===== config.mk =====
export PLATFORM = sky130hd
export DESIGN_NAME = busCycleUnit
export DESIGN_NICKNAME = d
export VERILOG_FILES = /design/src/common/busCyclePkg.sv /design/src/cycleDecoder/fetchDecode.sv /design/src/cycleDecoder/transferDecode.sv /design/src/cycleDecoder/cycleDecoder.sv /design/src/tStateCounter.sv /design/src/cycleSequencer.sv /design/src/addressUnit.sv /design/src/busPort.sv /design/src/busCycleUnit.sv
export VERILOG_INCLUDE_DIRS = /design/src /design/src/common
export SDC_FILE = /design/constraint.sdc
export NUM_CORES = 1
export LEC_CHECK = 0
export ABC_CLOCK_PERIOD_IN_PS = 2070
export BUFFER_PORTS_ARGS = -buffer_cell sky130_fd_sc_hd__buf_2
export CAP_MARGIN = 20
export CELL_PAD_IN_SITES_DETAIL_PLACEMENT = 1
export CELL_PAD_IN_SITES_GLOBAL_PLACEMENT = 2
export CORE_ASPECT_RATIO = 2
export CORE_MARGIN = 2
export CORE_UTILIZATION = 30
export DETAILED_ROUTE_END_ITERATION = 16
export PLACE_DENSITY = 0.85
export SYNTH_ARGS = -nofsm -noshare
export SYNTH_HDL_FRONTEND = slang
export SYNTH_SLANG_ARGS = --single-unit

===== constraint.sdc =====
create_clock -name clk_i -period 2.07 [get_ports clk_i]
set_input_delay 0.414 -clock clk_i [delete_from_list [all_inputs] [get_ports clk_i]]
set_output_delay 0.414 -clock clk_i [all_outputs]
set_load 0.05 [all_outputs]

===== src/common/busCycle_settings.svh =====
// bus widths, refresh counter width and register reset values
`ifndef BUSCYCLE_SETTINGS_SVH
`define BUSCYCLE_SETTINGS_SVH

`define ADDR_W 16 // address bus
`define DATA_W 8 // data bus
`define REFRESH_BITS 7 // low bits of R that count

`define PC_RESET 16'h0000 // first fetch address

`endif


===== src/common/busCyclePkg.sv =====
// cycle kind and T-state enums, address word union
`include "busCycle_settings.svh"

package busCyclePkg;

    typedef enum logic [2:0] {
        kFetch = 3'd0, // opcode fetch with refresh
        kMemRd = 3'd1,
        kMemWr = 3'd2,
        kIoRd  = 3'd3,
        kIoWr  = 3'd4
    } cycleKind_e;

    typedef enum logic [2:0] {
        sIdle = 3'd0,
        sT1   = 3'd1,
        sT2   = 3'd2,
        sTw   = 3'd3, // wait state, after T2
        sT3   = 3'd4,
        sT4   = 3'd5 // fetch only
    } tState_e;

    // refresh drives the two halves from different registers
    typedef union packed {
        logic [`ADDR_W-1:0] word;
        struct packed {
            logic [`ADDR_W/2-1:0] hi;
            logic [`ADDR_W/2-1:0] lo;
        } bytes;
    } addrWord_u;

endpackage


===== src/cycleDecoder/fetchDecode.sv =====
// opcode fetch and refresh strobe decode
`timescale 1ns/10ps

module fetchDecode (
    input  logic                 active_i,
    input  busCyclePkg::tState_e tState_i,
    output logic                 m1_o,
    output logic                 mreq_o,
    output logic                 rd_o,
    output logic                 rfsh_o,
    output logic                 selPc_o,
    output logic                 selRefresh_o,
    output logic                 capture_o,
    output logic                 incPc_o,
    output logic                 incR_o,
    output logic                 last_o
);
    import busCyclePkg::*;

    logic opHalf; // T1, T2 and waits
    logic rfshHalf; // T3 and T4
    logic sample;

    assign opHalf = active_i & (tState_i inside {sT1, sT2, sTw});
    assign rfshHalf = active_i & (tState_i inside {sT3, sT4});
    assign sample = active_i & (tState_i inside {sT2, sTw}); // last one wins

    assign m1_o = opHalf;
    assign mreq_o = opHalf | rfshHalf;
    assign rd_o = opHalf;
    assign rfsh_o = rfshHalf;
    assign selPc_o = opHalf;
    assign selRefresh_o = rfshHalf;
    assign capture_o = sample;
    assign incPc_o = active_i & (tState_i == sT4);
    assign incR_o = active_i & (tState_i == sT4);
    assign last_o = active_i & (tState_i == sT4);

endmodule


===== src/cycleDecoder/transferDecode.sv =====
// memory and I/O read/write strobe decode
`timescale 1ns/10ps

module transferDecode (
    input  logic                    active_i,
    input  busCyclePkg::cycleKind_e kind_i,
    input  busCyclePkg::tState_e    tState_i,
    output logic                    mreq_o,
    output logic                    iorq_o,
    output logic                    rd_o,
    output logic                    wr_o,
    output logic                    dataOe_o,
    output logic                    selReq_o,
    output logic                    capture_o,
    output logic                    autoWait_o,
    output logic                    last_o
);
    import busCyclePkg::*;

    logic isIo;
    logic isWr;
    logic inT1;
    logic inT2w; // T2 or any wait
    logic inT3;

    assign isIo = (kind_i inside {kIoRd, kIoWr});
    assign isWr = (kind_i inside {kMemWr, kIoWr});

    assign inT1 = active_i & (tState_i == sT1);
    assign inT2w = active_i & (tState_i inside {sT2, sTw});
    assign inT3 = active_i & (tState_i == sT3);

    always_comb begin
        if (isIo) begin
            mreq_o = 1'b0;
            iorq_o = inT2w | inT3;
            rd_o = ~isWr & (inT2w | inT3);
            wr_o = isWr & (inT2w | inT3);
        end else begin
            mreq_o = inT1 | inT2w | (isWr & inT3); // write holds through T3
            iorq_o = 1'b0;
            rd_o = ~isWr & (inT1 | inT2w);
            wr_o = isWr & inT2w;
        end
    end

    assign dataOe_o = isWr & (inT2w | inT3);
    assign selReq_o = inT1 | inT2w | inT3;
    assign capture_o = ~isWr & inT2w;
    assign autoWait_o = isIo & active_i & (tState_i == sT2);
    assign last_o = inT3;

endmodule


===== src/cycleDecoder/cycleDecoder.sv =====
// per-cycle decoder merge and wait-state control
`timescale 1ns/10ps

module cycleDecoder (
    input  logic                    clk_i,
    input  logic                    rstN_i,
    input  busCyclePkg::cycleKind_e curKind_i,
    input  busCyclePkg::tState_e    tState_i,
    input  logic                    waitN_i,
    output logic                    enterWait_o,
    output logic                    holdWait_o,
    output logic                    lastState_o,
    output logic                    selPc_o,
    output logic                    selRefresh_o,
    output logic                    selReq_o,
    output logic                    incPc_o,
    output logic                    incR_o,
    output logic                    m1_o,
    output logic                    mreq_o,
    output logic                    iorq_o,
    output logic                    rd_o,
    output logic                    wr_o,
    output logic                    rfsh_o,
    output logic                    dataOe_o,
    output logic                    capture_o
);
    import busCyclePkg::*;

    logic fetchEn;
    logic xferEn;
    logic mreqF;
    logic rdF;
    logic captureF;
    logic lastF;
    logic mreqX;
    logic rdX;
    logic captureX;
    logic lastX;
    logic autoWait;
    logic waitReq;
    logic waitOwed; // one more Tw due after the current one

    assign fetchEn = (curKind_i == kFetch);
    assign xferEn = ~fetchEn;

    fetchDecode fetch (
        .active_i(fetchEn),
        .tState_i(tState_i),
        .m1_o(m1_o),
        .mreq_o(mreqF),
        .rd_o(rdF),
        .rfsh_o(rfsh_o),
        .selPc_o(selPc_o),
        .selRefresh_o(selRefresh_o),
        .capture_o(captureF),
        .incPc_o(incPc_o),
        .incR_o(incR_o),
        .last_o(lastF)
    );

    transferDecode xfer (
        .active_i(xferEn),
        .kind_i(curKind_i),
        .tState_i(tState_i),
        .mreq_o(mreqX),
        .iorq_o(iorq_o),
        .rd_o(rdX),
        .wr_o(wr_o),
        .dataOe_o(dataOe_o),
        .selReq_o(selReq_o),
        .capture_o(captureX),
        .autoWait_o(autoWait),
        .last_o(lastX)
    );

    assign mreq_o = mreqF | mreqX;
    assign rd_o = rdF | rdX;
    assign capture_o = captureF | captureX;
    assign lastState_o = lastF | lastX;

    // I/O with waitN low in T2 owes a Tw beyond the automatic one
    assign waitReq = ~waitN_i;
    assign enterWait_o = (tState_i == sT2) & (waitReq | autoWait);
    assign holdWait_o = (tState_i == sTw) & (waitReq | waitOwed);

    always_ff @(posedge clk_i or negedge rstN_i) begin
        if (!rstN_i) begin
            waitOwed <= 1'b0;
        end else if (tState_i == sT2) begin
            waitOwed <= waitReq & autoWait;
        end else if (tState_i == sTw) begin
            waitOwed <= waitReq & waitOwed;
        end else begin
            waitOwed <= 1'b0;
        end
    end

endmodule


===== src/tStateCounter.sv =====
// T-state register with wait stretch and return to idle
`timescale 1ns/10ps

module tStateCounter (
    input  logic                 clk_i,
    input  logic                 rstN_i,
    input  logic                 start_i,
    input  logic                 enterWait_i,
    input  logic                 holdWait_i,
    input  logic                 lastState_i,
    output busCyclePkg::tState_e tState_o
);
    import busCyclePkg::*;

    tState_e tState;
    tState_e tStateNext;

    always_comb begin
        tStateNext = tState;
        case (tState)
            sIdle: begin
                if (start_i) begin
                    tStateNext = sT1;
                end
            end
            sT1: tStateNext = sT2;
            sT2: tStateNext = enterWait_i ? sTw : sT3;
            sTw: tStateNext = holdWait_i ? sTw : sT3;
            sT3: tStateNext = lastState_i ? sIdle : sT4; // memory and I/O end here
            sT4: tStateNext = lastState_i ? sIdle : sT4;
            default: tStateNext = sIdle;
        endcase
    end

    always_ff @(posedge clk_i or negedge rstN_i) begin
        if (!rstN_i) begin
            tState <= sIdle;
        end else begin
            tState <= tStateNext;
        end
    end

    assign tState_o = tState;

endmodule


===== src/cycleSequencer.sv =====
// request latch with busy and done generation
`timescale 1ns/10ps
`include "busCycle_settings.svh"

module cycleSequencer (
    input  logic                    clk_i,
    input  logic                    rstN_i,
    input  logic                    startStrobe_i,
    input  busCyclePkg::cycleKind_e cycleKind_i,
    input  logic [`ADDR_W-1:0]      reqAddr_i,
    input  logic [`DATA_W-1:0]      wrData_i,
    input  logic                    lastState_i,
    output logic                    start_o,
    output busCyclePkg::cycleKind_e curKind_o,
    output busCyclePkg::addrWord_u  latAddr_o,
    output logic [`DATA_W-1:0]      latData_o,
    output logic                    busy_o,
    output logic                    done_o
);
    import busCyclePkg::*;

    logic busyQ;
    logic doneQ;
    cycleKind_e curKindQ;
    addrWord_u latAddrQ;
    logic [`DATA_W-1:0] latDataQ;

    assign start_o = startStrobe_i & ~busyQ; // dropped while busy

    always_ff @(posedge clk_i or negedge rstN_i) begin
        if (!rstN_i) begin
            busyQ <= 1'b0;
            doneQ <= 1'b0;
            curKindQ <= kFetch;
        end else begin
            doneQ <= lastState_i;
            if (lastState_i) begin
                busyQ <= 1'b0;
            end else if (start_o) begin
                busyQ <= 1'b1;
                curKindQ <= cycleKind_i;
            end
        end
    end

    always_ff @(posedge clk_i) begin
        if (start_o) begin
            latAddrQ.word <= reqAddr_i;
            latDataQ <= wrData_i;
        end
    end

    assign curKind_o = curKindQ;
    assign latAddr_o = latAddrQ;
    assign latData_o = latDataQ;
    assign busy_o = busyQ;
    assign done_o = doneQ;

endmodule


===== src/addressUnit.sv =====
// PC, I and R registers and address multiplexer
`timescale 1ns/10ps
`include "busCycle_settings.svh"

module addressUnit (
    input  logic                   clk_i,
    input  logic                   rstN_i,
    input  logic                   selPc_i,
    input  logic                   selRefresh_i,
    input  logic                   selReq_i,
    input  logic                   incPc_i,
    input  logic                   incR_i,
    input  logic                   lastState_i,
    input  busCyclePkg::addrWord_u latAddr_i,
    input  logic                   pcLoad_i,
    input  logic [`ADDR_W-1:0]     pcValue_i,
    input  logic                   iLoad_i,
    input  logic [`DATA_W-1:0]     iValue_i,
    output logic [`ADDR_W-1:0]     addr_o
);
    import busCyclePkg::*;

    logic [`ADDR_W-1:0] pcReg;
    logic [`DATA_W-1:0] iReg;
    logic [`DATA_W-1:0] rReg;
    addrWord_u addrMux;

    always_ff @(posedge clk_i or negedge rstN_i) begin
        if (!rstN_i) begin
            pcReg <= `PC_RESET;
            iReg <= '0;
            rReg <= '0;
        end else begin
            if (pcLoad_i) begin
                pcReg <= pcValue_i;
            end else if (incPc_i && lastState_i) begin
                pcReg <= pcReg + 1'b1;
            end
            if (iLoad_i) begin
                iReg <= iValue_i;
            end
            if (incR_i && lastState_i) begin
                rReg <= {rReg[`DATA_W-1:`REFRESH_BITS],
                         rReg[`REFRESH_BITS-1:0] + 1'b1}; // bit 7 kept
            end
        end
    end

    always_comb begin
        addrMux.word = '0; // idle bus
        if (selPc_i) begin
            addrMux.word = pcReg;
        end else if (selReq_i) begin
            addrMux.word = latAddr_i.word;
        end else if (selRefresh_i) begin
            addrMux.bytes.hi = iReg;
            addrMux.bytes.lo = rReg;
        end
    end

    assign addr_o = addrMux.word;

endmodule


===== src/busPort.sv =====
// registered active-low strobes, write data and read capture
`timescale 1ns/10ps
`include "busCycle_settings.svh"

module busPort (
    input  logic               clk_i,
    input  logic               rstN_i,
    input  logic               m1_i,
    input  logic               mreq_i,
    input  logic               iorq_i,
    input  logic               rd_i,
    input  logic               wr_i,
    input  logic               rfsh_i,
    input  logic               dataOe_i,
    input  logic               capture_i,
    input  logic [`DATA_W-1:0] latData_i,
    input  logic [`DATA_W-1:0] rdBus_i,
    output logic               m1N_o,
    output logic               mreqN_o,
    output logic               iorqN_o,
    output logic               rdN_o,
    output logic               wrN_o,
    output logic               rfshN_o,
    output logic [`DATA_W-1:0] wrBus_o,
    output logic               dataOe_o,
    output logic [`DATA_W-1:0] rdData_o
);

    logic [5:0] strobeNQ; // m1 mreq iorq rd wr rfsh
    logic dataOeQ;
    logic [`DATA_W-1:0] wrBusQ;
    logic [`DATA_W-1:0] rdDataQ;

    always_ff @(posedge clk_i or negedge rstN_i) begin
        if (!rstN_i) begin
            strobeNQ <= '1;
            dataOeQ <= 1'b0;
        end else begin
            strobeNQ <= ~{m1_i, mreq_i, iorq_i, rd_i, wr_i, rfsh_i};
            dataOeQ <= dataOe_i;
        end
    end

    always_ff @(posedge clk_i) begin
        if (dataOe_i) begin
            wrBusQ <= latData_i; // aligned with dataOe_o
        end
        if (capture_i) begin
            rdDataQ <= rdBus_i;
        end
    end

    assign {m1N_o, mreqN_o, iorqN_o, rdN_o, wrN_o, rfshN_o} = strobeNQ;
    assign dataOe_o = dataOeQ;
    assign wrBus_o = wrBusQ;
    assign rdData_o = rdDataQ;

endmodule


===== src/busCycleUnit.sv =====
// bus-cycle controller top level
`timescale 1ns/10ps
`include "busCycle_settings.svh"

module busCycleUnit (
    input  logic                     clk_i,
    input  logic                     rstN_i,
    input  logic                     startStrobe_i,
    input  busCyclePkg::cycleKind_e  cycleKind_i,
    input  logic [`ADDR_W-1:0]       reqAddr_i,
    input  logic [`DATA_W-1:0]       wrData_i,
    input  logic                     waitN_i,
    input  logic [`DATA_W-1:0]       rdBus_i,
    input  logic                     pcLoad_i,
    input  logic [`ADDR_W-1:0]       pcValue_i,
    input  logic                     iLoad_i,
    input  logic [`DATA_W-1:0]       iValue_i,
    output logic [`ADDR_W-1:0]       addr_o,
    output logic [`DATA_W-1:0]       wrBus_o,
    output logic                     dataOe_o,
    output logic                     m1N_o,
    output logic                     mreqN_o,
    output logic                     iorqN_o,
    output logic                     rdN_o,
    output logic                     wrN_o,
    output logic                     rfshN_o,
    output logic                     busy_o,
    output logic                     done_o,
    output logic [`DATA_W-1:0]       rdData_o
);
    import busCyclePkg::*;

    logic start;
    cycleKind_e curKind;
    addrWord_u latAddr;
    logic [`DATA_W-1:0] latData;
    tState_e tState;
    logic enterWait;
    logic holdWait;
    logic lastState;
    logic selPc;
    logic selRefresh;
    logic selReq;
    logic incPc;
    logic incR;
    logic m1;
    logic mreq;
    logic iorq;
    logic rd;
    logic wr;
    logic rfsh;
    logic dataOe;
    logic capture;

    cycleSequencer sequencer (
        .clk_i(clk_i),
        .rstN_i(rstN_i),
        .startStrobe_i(startStrobe_i),
        .cycleKind_i(cycleKind_i),
        .reqAddr_i(reqAddr_i),
        .wrData_i(wrData_i),
        .lastState_i(lastState),
        .start_o(start),
        .curKind_o(curKind),
        .latAddr_o(latAddr),
        .latData_o(latData),
        .busy_o(busy_o),
        .done_o(done_o)
    );

    tStateCounter counter (
        .clk_i(clk_i),
        .rstN_i(rstN_i),
        .start_i(start),
        .enterWait_i(enterWait),
        .holdWait_i(holdWait),
        .lastState_i(lastState),
        .tState_o(tState)
    );

    cycleDecoder decoder (
        .clk_i(clk_i),
        .rstN_i(rstN_i),
        .curKind_i(curKind),
        .tState_i(tState),
        .waitN_i(waitN_i),
        .enterWait_o(enterWait),
        .holdWait_o(holdWait),
        .lastState_o(lastState),
        .selPc_o(selPc),
        .selRefresh_o(selRefresh),
        .selReq_o(selReq),
        .incPc_o(incPc),
        .incR_o(incR),
        .m1_o(m1),
        .mreq_o(mreq),
        .iorq_o(iorq),
        .rd_o(rd),
        .wr_o(wr),
        .rfsh_o(rfsh),
        .dataOe_o(dataOe),
        .capture_o(capture)
    );

    addressUnit address (
        .clk_i(clk_i),
        .rstN_i(rstN_i),
        .selPc_i(selPc),
        .selRefresh_i(selRefresh),
        .selReq_i(selReq),
        .incPc_i(incPc),
        .incR_i(incR),
        .lastState_i(lastState),
        .latAddr_i(latAddr),
        .pcLoad_i(pcLoad_i),
        .pcValue_i(pcValue_i),
        .iLoad_i(iLoad_i),
        .iValue_i(iValue_i),
        .addr_o(addr_o)
    );

    busPort port (
        .clk_i(clk_i),
        .rstN_i(rstN_i),
        .m1_i(m1),
        .mreq_i(mreq),
        .iorq_i(iorq),
        .rd_i(rd),
        .wr_i(wr),
        .rfsh_i(rfsh),
        .dataOe_i(dataOe),
        .capture_i(capture),
        .latData_i(latData),
        .rdBus_i(rdBus_i),
        .m1N_o(m1N_o),
        .mreqN_o(mreqN_o),
        .iorqN_o(iorqN_o),
        .rdN_o(rdN_o),
        .wrN_o(wrN_o),
        .rfshN_o(rfshN_o),
        .wrBus_o(wrBus_o),
        .dataOe_o(dataOe_o),
        .rdData_o(rdData_o)
    );

endmodule


==> metrics.yaml, run 1 <==
run_status:
  outcome: "finished, violations left"
  violations: "negative setup slack"
clocking:
  root_buffer: "clkbuf_16"
  htreeDepth: 3
  cts_buffer_depth: 2
  cts_sinks: 87
  cts_buffers: 9
  cts_tree: "yes"
  worstSkewPairLatency_ns: 0.35
  clk_pin_slew_ns: 0.07
power_and_ir_drop:
  power.clock.fraction_pct: 19.5
  swShare_pct: 43.2
  p_sw_mw: 3.60
  power.density_nw_per_um2: 1570
  p_int_mw: 4.73
  vdd_drop_max_mv: 0.847
  p_comb_share_pct: 50.8
  p_leak_nw: 2.27
  power_frac_seq_pct: 29.7
  finalPower_mw: 8.33
timing:
  fin_crit_ns: 2.44
  tightest_slew_ns: 0.593
  finalSetupViolations: 16
  grt_setup_unrepaired: "true"
  final_hold_viol_count: 0
  setup_ws_ns: -0.373
  fin_crit_sh_pct: 118
  slew-limit-headroom_pct: 60.4
  maxSlewViolCount: 0
  skew_ns: 0.00977
  hold_ws_ns: 0.0518
  max_freq_mhz: 409
worst_setup_path:
  crit_path_end_kind: "primary output"
  cp-startpoint: "sequencer.curKind_o[1]"
  worst_ep_required_time_ns: 1.66
  ff2ff_path_depth: 5
  crit_path_cell_trace: "or3_4 > buf_6 > nor3_4 > buf_12 > a22o_1 > a21o_1 > buf_6"
  cp_max_fo: 17
  worst-setup-path-type: "reg2out"
  rr_startpoint: "sequencer.curKind_o[1]"
  max_stage_delay_ns: 0.41
  reg2reg_setup_slack_ns: 0.11
  crit_end: "addr_o[0]"
  crit_top_cell: "buf_6"
  start_kind: "register"
  arrival_ns: 2.03
  slowest_stage: "or3_4"
  worstReg2RegEnd: "address.pcReg[15]"
synthesis:
  syn-cell-area_um2: 3860
  ys_warn_count: 0
  ys_types: 47
  synthArstFlopShare_pct: 54.0
  synth_common_cells: "41 x dfrtp_1, 40 x edfxtp_1, 23 x nand2_1"
  ys_ff_latch: 87
  synth.area.top_cells: "edfxtp_1 31%, dfrtp_1 27%, dfstp_2 4.1%"
  synth-main-ff-cell: "dfrtp_1"
  synth_fp_nets: 381
  synth_top_cell_area_share_pct: 31.1
  syn_inst: 314
  synth_top_area_cell: "edfxtp_1"
  synth_edf_count: 40
  syn_avg_cell_area_um2: 12.3
  synth.most_common_cell: "dfrtp_1"
  ys_seq_area_share_pct: 61.8
place:
  io_buffers: 105
  globalplace.congestion: 0.787
  place_area_um2: 4830
  dpl.hpwl_um: 8690
routing:
  detail-route-antenna-nets: 0
  drc_errors: 0
  vias_per_cell: 5.11
  routedLengthMet1_um: 3680
  drtIter0Drc: 121
  dr_wl_met2_um: 6690
  wl_per_cell_um: 18.6
  wl_met3_um: 337
  drtPass1Iterations: 4
  top_layer_used: "met4"
  routed_wl_um: 11100
  vias: 3048
finish:
  antennaDiodeCount: 0
  final_layout_size_suffix_gt1_share_pct: 42.5
  syn2layout_area_growth_pct: 37.6
  stdcell_area_um2: 5310
  nNetsFinal: 509
die:
  fp.dieH_um: 164
  ios: 106
  num_rows: 58
  design.core.area_um2: 12600
  initial_core_util_pct: 30.7
  dieArea_um2: 13800
  fp.dieW_um: 84.2
global_routing:
  track_usage_pct: 16.9
  grt_pass1_wl_um: 17800
  grt_pass1_vias: 3365
  grt_max_degree: 27
  grt_overflow: 0
  grt_antenna_before_repair: 0
job:
  max-cap-violations: 0
hold_path:
  hp-class: "in2async"
==> per-stage QoR <==
stage                       TNS, ns  setup WS, ns  std cells  util [%]
after floorplan           -0.000428     -0.000428        314         -
after global placement        -3.75        -0.260        579      38.5
after detailed placement      -4.67        -0.320        579      38.5
after CTS                     -5.98        -0.418        596      42.2
after global routing          -6.67        -0.453        597      42.3
final                         -5.39        -0.373        597      42.3
==> layout by cell type (no fill, tap or decap), drive strengths merged, types with 3 or more instances in the layout <==
master,synthesis,final
a21o,15,15
nor3,10,10
nor2,14,14
o21ai,14,14
a22o,16,16
nand4,7,7
nand3b,3,3
xnor2,8,8
nor4,5,5
or3,3,3
edfxtp,40,40
dfstp,6,6
xor2,4,4
inv,7,12
nand2b,7,7
mux2,13,13
mux2i,6,6
nand3,10,10
clkbuf,16,9
a22oi,4,4
a21oi,5,5
and3,3,3
buf,1,134
nand2,23,23
dfrtp,41,41
nor2b,7,7
==> power by group through the flow <==
stage	clock network, mW	logic (mW)	registers (mW)
global route	1.73	4.48	2.52
global placement	0	3.66	2.47
floorplan	0	2.17	3.03
finish	1.62	4.23	2.48
CTS	1.68	4.27	2.48
detailed placement	0	3.76	2.51
==> critical path: cells and delay by family, from the launching register on <==
| family | cells | cell delay (ns) |
|---|---|---|
| AOI/OAI and AO/OA | 2 | 0.28 |
| buffers and inverters | 3 | 0.47 |
| DFF | 1 | 0.38 |
| and+or+nand+nor | 2 | 0.56 |
==> worst min path at each step <==
| stage | start | endpoint | cells past startpoint |
|---|---|---|---|
| after floorplan | rstN_i | address.iReg[0] | 0 |
| after global placement | sequencer.latData_o[3] | port.wrBus_o[3] | 0 |
| after detailed placement | sequencer.latData_o[3] | port.wrBus_o[3] | 0 |
| after CTS | rstN_i | counter.tState_o[0] | 1 |
| after global routing | rstN_i | address.iReg[1] | 1 |
| final | rstN_i | address.iReg[1] | 1 |
==> logic make-up (layout without fill, tap and decap cells) <==
kind of cell | Yosys count | in the layout | share of synthesized area [%]
flip-flops | 87 | 87 | 61.8
buffers and inverters | 24 | 157 | 2.53
AND/OR/NAND/NOR | 104 | 104 | 14.7
XOR/XNOR | 12 | 12 | 2.72
AO/OA/AOI/OAI | 66 | 66 | 12.3
multiplexers | 19 | 19 | 5.35
adder cells (fa/ha/maj) | 2 | 2 | 0.649
==> routing by layer <==
| layer | GRT usage, % | up-vias |
|---|---|---|
| met5 | 0 | - |
| met4 | 9.02 | 0 |
| met3 | 2.76 | 24 |
| met2 | 32.8 | 68 |
| met1 | 16.5 | 1535 |
| li1 | - | 1421 |
==> what timing repair did <==
item                                    CTS  global route
hold buffers                              0             0
endpoints found under the setup margin   17            17
resized for setup                        47             2
buffers inserted                          1             1
pin swaps                                 2             4
==> sequential cells by signal, indices dropped and copies added, names as in the netlist <==
name,cells
address.rReg,7
port.wrBus_o,8
port.rdData_o,8
sequencer.busy_o,1
sequencer.done_o,1
sequencer.latData_o,8
counter.tState_o,3
port.dataOe_o,1
address.iReg,8
sequencer.latAddr_o,16
address.pcReg,16
port.strobeNQ,6
decoder.waitOwed,1
sequencer.curKind_o,3
==> area by class of cell <==
type                            instances  area (µm²)
Clock inverter                          7        70.1
Timing Repair Buffer                  134         926
Multi-Input combinational cell        203        1490
Inverter                                7        26.3
Tap cell                              150         188
Fill cell                            1394        7250
Sequential cell                        87        2380
Clock buffer                            9         225
(Power assumes the default switching activity.)
==> run 2: changes to the inputs <==
--- a/config.mk
+++ b/config.mk
@@ -16,6 +16,7 @@
 export CORE_UTILIZATION = 30
 export DETAILED_ROUTE_END_ITERATION = 16
 export PLACE_DENSITY = 0.85
+export SETUP_SLACK_MARGIN = 0.02
 export SYNTH_ARGS = -nofsm -noshare
 export SYNTH_HDL_FRONTEND = slang
 export SYNTH_SLANG_ARGS = --single-unit
==> run 2 against run 1 <==
Net effect:
- the run still ends with negative setup slack left
- total power up 1.2%
- fmax decreased by 2.5%
- critical path type unchanged
- clock skew is 0.00069 ns higher
- worst hold slack gained 0.11 ns
- worst setup slack worse by 0.062 ns
- clock power increased by 3%
==> metrics.yaml, run 2 (synthesis gave the netlist of run 1 again) <==
worst_setup_path:
  start_kind: "register"
  worst-setup-path-type: "reg2out"
  worst_ep_required_time_ns: 1.66  # about the same
  cp_max_fo: 9  # -8
  crit_path_end_kind: "primary output"
  arrival_ns: 2.09  # +0.06 ns
die:
  initial_core_util_pct: 30.7  # unchanged
  dieArea_um2: 13800  # unchanged
  fp.dieW_um: 84.2  # unchanged
  num_rows: 58  # unchanged
  design.core.area_um2: 12600  # unchanged
  ios: 106  # unchanged
  fp.dieH_um: 164  # unchanged
routing:
  detail-route-antenna-nets: 0  # unchanged
  routed_wl_um: 11100  # about the same
  vias_per_cell: 5.08  # -0.57%
  vias: 3046  # -0.066%
  drc_errors: 0  # unchanged
  drtPass1Iterations: 4  # unchanged
  drtIter0Drc: 126  # +4.1%
  wl_per_cell_um: 18.5  # -0.51%
hold_path:
  hp-class: "in2async"
timing:
  slew-limit-headroom_pct: 57.3  # -3.1 points
  final_hold_viol_count: 0  # unchanged
  maxSlewViolCount: 0  # unchanged
  finalSetupViolations: 17  # +1
  tightest_slew_ns: 0.641  # +0.0481 ns
  hold_ws_ns: 0.164  # +0.112 ns
  skew_ns: 0.0105  # +0.000693 ns
  grt_setup_unrepaired: "true"
  setup_ws_ns: -0.435  # -0.0622 ns
  fin_crit_sh_pct: 121  # +3.0 points
  fin_crit_ns: 2.50  # +0.0622 ns
  max_freq_mhz: 399  # -2.5%
clocking:
  root_buffer: "clkbuf_16"
  cts_buffer_depth: 2  # unchanged
  ctsHoldBuffers: 0  # unchanged
  clk_pin_slew_ns: 0.07  # about the same
  cts_sinks: 87  # unchanged
  worstSkewPairLatency_ns: 0.35  # about the same
  cts_tree: "yes"
  htreeDepth: 3  # unchanged
  cts_buffers: 9  # unchanged
global_routing:
  grt_pass1_vias: 3274  # -2.7%
  grt_antenna_before_repair: 0  # unchanged
  grt_max_degree: 48  # +78%
  track_usage_pct: 16.5  # -0.35 points
  grt_pass1_wl_um: 17300  # -2.9%
  grt_overflow: 0  # unchanged
place:
  dpl.hpwl_um: 8250  # -5.1%
  dp_slack_ns: -0.330  # -0.00948 ns
  globalplace.congestion: 0.772  # -1.8%
  io_buffers: 105  # unchanged
  place_inst: 576  # -0.52%
  place_area_um2: 4800  # -0.62%
finish:
  syn2layout_area_growth_pct: 38.4
  final_cells: 600  # +0.50%
  final_common_cell: "buf_2"
  final_layout_size_suffix_gt1_share_pct: 42.9  # +0.38 points
  antennaDiodeCount: 0  # unchanged
  nNetsFinal: 512  # +0.59%
  final_cell_mix: "89 x buf_2, 41 x dfrtp_1, 40 x edfxtp_1"
  stdcell_area_um2: 5340  # +0.57%
power_and_ir_drop:
  vdd_drop_max_mv: 1.06  # +25%
  power.density_nw_per_um2: 1580  # +0.60%
  p_leak_nw: 2.29  # +0.81%
  finalPower_mw: 8.43  # +1.2%
job:
  max-cap-violations: 0  # unchanged
run_status:
  violations: "negative setup slack"
  outcome: "finished, violations left"
==> run 2: what timing repair did <==
action                     in CTS  in global routing
setup endpoints to repair      17                 24
gates resized for setup        49                  4
cloned                          1                  0
setup buffers                   5                  4
pin swaps                       3                  5
==> run 2: where the power goes <==
part / internal (mW) / switching (mW)
clock: 0.865 / 0.803
combinational: 1.64 / 2.66
sequential: 2.27 / 0.196
==> run 2: layout make-up <==
| type | instances | area, µm² |
|---|---|---|
| Clock buffer | 9 | 225 |
| Clock inverter | 7 | 86.3 |
| Fill cell | 1382 | 7220 |
| Inverter | 7 | 26.3 |
| Multi-Input combinational cell | 203 | 1490 |
| Sequential cell | 87 | 2380 |
| Tap cell | 150 | 188 |
| Timing Repair Buffer | 137 | 935 |
==> run 2: worst paths after layout <==
check	from	end	slack (ns)	cells past startpoint
worst max-delay path	sequencer.curKind_o[2]	addr_o[8]	-0.43	7
worst min-delay path	rstN_i	address.iReg[1]	0.16	2
worst max register to register	sequencer.curKind_o[2]	address.pcReg[15]	-0.09	6
worst min register to register	sequencer.latData_o[2]	port.wrBus_o[2]	0.42	0
max in group asynchronous	rstN_i	address.rReg[6]	1.47	2
min in group clk_i	wrData_i[5]	sequencer.latData_o[5]	0.23	1
==> run 2: per-layer routing <==
layer  vias to the layer above  part of all wire [%]  global-route usage [%]
met4                         0                   2.5                    6.45
met2                        63                    61                    33.8
met5                         -                     0                       0
met3                        18                   3.6                    3.82
met1                      1538                    33                    15.0
li1                       1427                     -                       -
==> run 2: through the flow <==
step	util, %	setup TNS [ns]
floorplan	-	0
global placement	38.2	-3.97
detailed placement	38.2	-4.76
CTS	42.5	-6.61
global route	42.5	-7.79
finish	42.5	-6.43
==> run 2: critical path, stage by stage, from the launching register on <==
cell and delay [ns]:
dfrtp_1 0.38, or3_4 0.41, buf_8 0.14, nor3_4 0.21, buf_6 0.18, a22o_1 0.18, a21o_4 0.11, buf_8 0.14
==> run 3: changes to the inputs <==
--- a/config.mk
+++ b/config.mk
@@ -13,9 +13,9 @@
 export CELL_PAD_IN_SITES_GLOBAL_PLACEMENT = 2
 export CORE_ASPECT_RATIO = 2
 export CORE_MARGIN = 2
-export CORE_UTILIZATION = 30
+export CORE_UTILIZATION = 25
 export DETAILED_ROUTE_END_ITERATION = 16
-export PLACE_DENSITY = 0.85
+export PLACE_DENSITY = 0.74
 export SETUP_SLACK_MARGIN = 0.02
 export SYNTH_ARGS = -nofsm -noshare
 export SYNTH_HDL_FRONTEND = slang
==> run 3 against run 2 <==
Net effect:
- the run still ends with negative setup slack left
- largest cell class unchanged
- wire length grew 2.8%
- worst setup slack got worse by 0.062 ns
- final cell count rose by 8.2%
- sequential power about the same
- die area up 19%
- via count decreased by 1.0%
- clock power barely moved
- register-to-register slack got worse by 0.06 ns
- global-route usage shrank 2.1 points
- highest routed layer unchanged
- clock skew is 0.0043 ns lower
- clock-buffer cell count did not move
- total power increased by 1.9%
==> metrics.yaml, run 3 (synthesis gave the netlist of run 1 again) <==
timing:
  fin_crit_sh_pct: 124  # +3.0 points
  fin_crit_ns: 2.57  # +0.0624 ns
  max_freq_mhz: 390  # -2.4%
  finalSetupViolations: 17  # unchanged
  tightest_slew_ns: 0.609  # -0.0320 ns
  setup_ws_ns: -0.497  # -0.0624 ns
  grt_setup_unrepaired: "true"
  skew_ns: 0.00621  # -0.00426 ns
  slew-limit-headroom_pct: 59.3  # +2.0 points
  maxSlewViolCount: 0  # unchanged
  final_hold_viol_count: 0  # unchanged
routing:
  drc_errors: 0  # unchanged
  wl_per_cell_um: 17.5  # -5.0%
  detail-route-antenna-nets: 0  # unchanged
  vias_per_cell: 4.65  # -8.5%
  drtIter0Drc: 79  # -37%
  vias: 3015  # -1.0%
  drtPass1Iterations: 4  # unchanged
  routed_wl_um: 11400  # +2.8%
finish:
  final_cells: 649  # +8.2%
  syn2layout_area_growth_pct: 41.5
  final_cell_mix: "89 x buf_2, 41 x dfrtp_1, 40 x edfxtp_1"
  fin_util_pct: 35.9  # -6.7 points
  fillCellCount: 1692  # +22%
  antennaDiodeCount: 0  # unchanged
  final_layout_size_suffix_gt1_share_pct: 43.2  # +0.35 points
  stdcell_area_um2: 5460  # +2.2%
  final_common_cell: "buf_2"
  nNetsFinal: 513  # +0.20%
place:
  place_inst: 626  # +8.7%
  globalplace.congestion: 0.732  # -5.3%
  dpl.hpwl_um: 8780  # +6.5%
  place_area_um2: 4950  # +3.1%
  dp_slack_ns: -0.385  # -0.0552 ns
  io_buffers: 105  # unchanged
global_routing:
  grt_pass1_wl_um: 18200  # +5.2%
  track_usage_pct: 14.4  # -2.1 points
  grt_max_degree: 25  # -48%
  grt_antenna_before_repair: 0  # unchanged
  grt_pass1_vias: 3418  # +4.4%
  grt_overflow: 0  # unchanged
worst_setup_path:
  worst_ep_required_time_ns: 1.66  # about the same
  worst-setup-path-type: "reg2out"
  crit_path_end_kind: "primary output"
  worst-path-buf-inv: 4  # +1
  cp_max_fo: 16  # +7
  slowest_stage: "or3_4"
  crit_top_cell: "buf_12"
  crit_family: "buffers and inverters"
  max_stage_delay_ns: 0.40  # about the same
  crit_path_cell_trace: "or3_4 > buf_6 > buf_4 > nor2_4 > buf_12 > a22o_1 > a21o_1 > buf_12"
  start_kind: "register"
  arrival_ns: 2.15  # +0.06 ns
die:
  fp.dieW_um: 91.8  # +9.1%
  ios: 106  # unchanged
  dieArea_um2: 16500  # +19%
  initial_core_util_pct: 25.4  # -5.4 points
  fp.dieH_um: 180  # +9.3%
  design.core.area_um2: 15200  # +21%
  num_rows: 64  # +10%
clocking:
  clk_pin_slew_ns: 0.07  # about the same
  worstSkewPairLatency_ns: 0.35  # about the same
  cts_buffers: 9  # unchanged
  root_buffer: "clkbuf_16"
  cts_sinks: 87  # unchanged
  cts_tree: "yes"
  cts_buffer_depth: 2  # unchanged
  htreeDepth: 3  # unchanged
power_and_ir_drop:
  p_leak_nw: 2.31  # +0.87%
  vdd_drop_max_mv: 0.501  # -53%
  finalPower_mw: 8.59  # +1.9%
  power.density_nw_per_um2: 1570  # -0.35%
job:
  max-cap-violations: 0  # unchanged
hold_path:
  hp-class: "in2async"
run_status:
  violations: "negative setup slack"
  outcome: "finished, violations left"
run 3: cell count changes in the layout (fill, tap and decap cells not counted), moves of 2 or more:
cell      delta
buf_6        -3
inv_6        +2
clkinv_8     -3
buf_12       +5
run 3: metrics by stage:
stage	hold slack, ns	setup TNS, ns
floorplan	0.118	0
global placement	0.393	-4.07
detailed placement	0.398	-5.43
CTS	0.0214	-7.00
global route	0.0379	-8.32
finish	0.0222	-6.98
run 3: path summary, 6_finish.rpt:
| check | from | endpoint | cells after the start | slack, ns |
|---|---|---|---|---|
| max in group asynchronous | rstN_i | port.strobeNQ[2] | 2 | 1.46 |
| worst min-delay path | rstN_i | address.pcReg[10] | 1 | 0.02 |
| min in group clk_i | wrData_i[5] | sequencer.latData_o[5] | 1 | 0.24 |
| worst max register to register | sequencer.curKind_o[2] | address.pcReg[15] | 7 | -0.15 |
| worst min register to register | sequencer.latData_o[7] | port.wrBus_o[7] | 0 | 0.42 |
| worst max-delay path | sequencer.curKind_o[2] | addr_o[0] | 8 | -0.50 |
run 3: per-layer routing:
layer / vias to the layer above / wire, µm / track usage (%)
met5: - / 0 / 0
met4: 0 / 303 / 6.21
met3: 18 / 369 / 2.89
met2: 57 / 6910 / 28.5
met1: 1514 / 3800 / 13.8
li1: 1426 / - / -
run 3: power by group:
part / internal, mW / switching, mW / total, mW
registers: 2.27 / 0.207 / 2.48
logic: 1.76 / 2.68 / 4.44
clock network: 0.949 / 0.722 / 1.67
run 3: cell type report:
cell class | instances | area [µm²] | share of cell area [%]
sequential | 87 | 2380 | 43.7
clock buffer | 9 | 225 | 4.13
clock inverter | 7 | 77.6 | 1.42
inverter | 7 | 26.3 | 0.481
timing repair buffer | 138 | 993 | 18.2
tap | 198 | 248 | 4.54
multi-input combinational | 203 | 1500 | 27.5
run 3: repair_timing:
action                     CTS  global route
setup buffers                3             5
pin swaps                    8             8
setup endpoints to repair   17            25
resized for setup           43             4
gates cloned                 1             0
hold buffers                 0             0
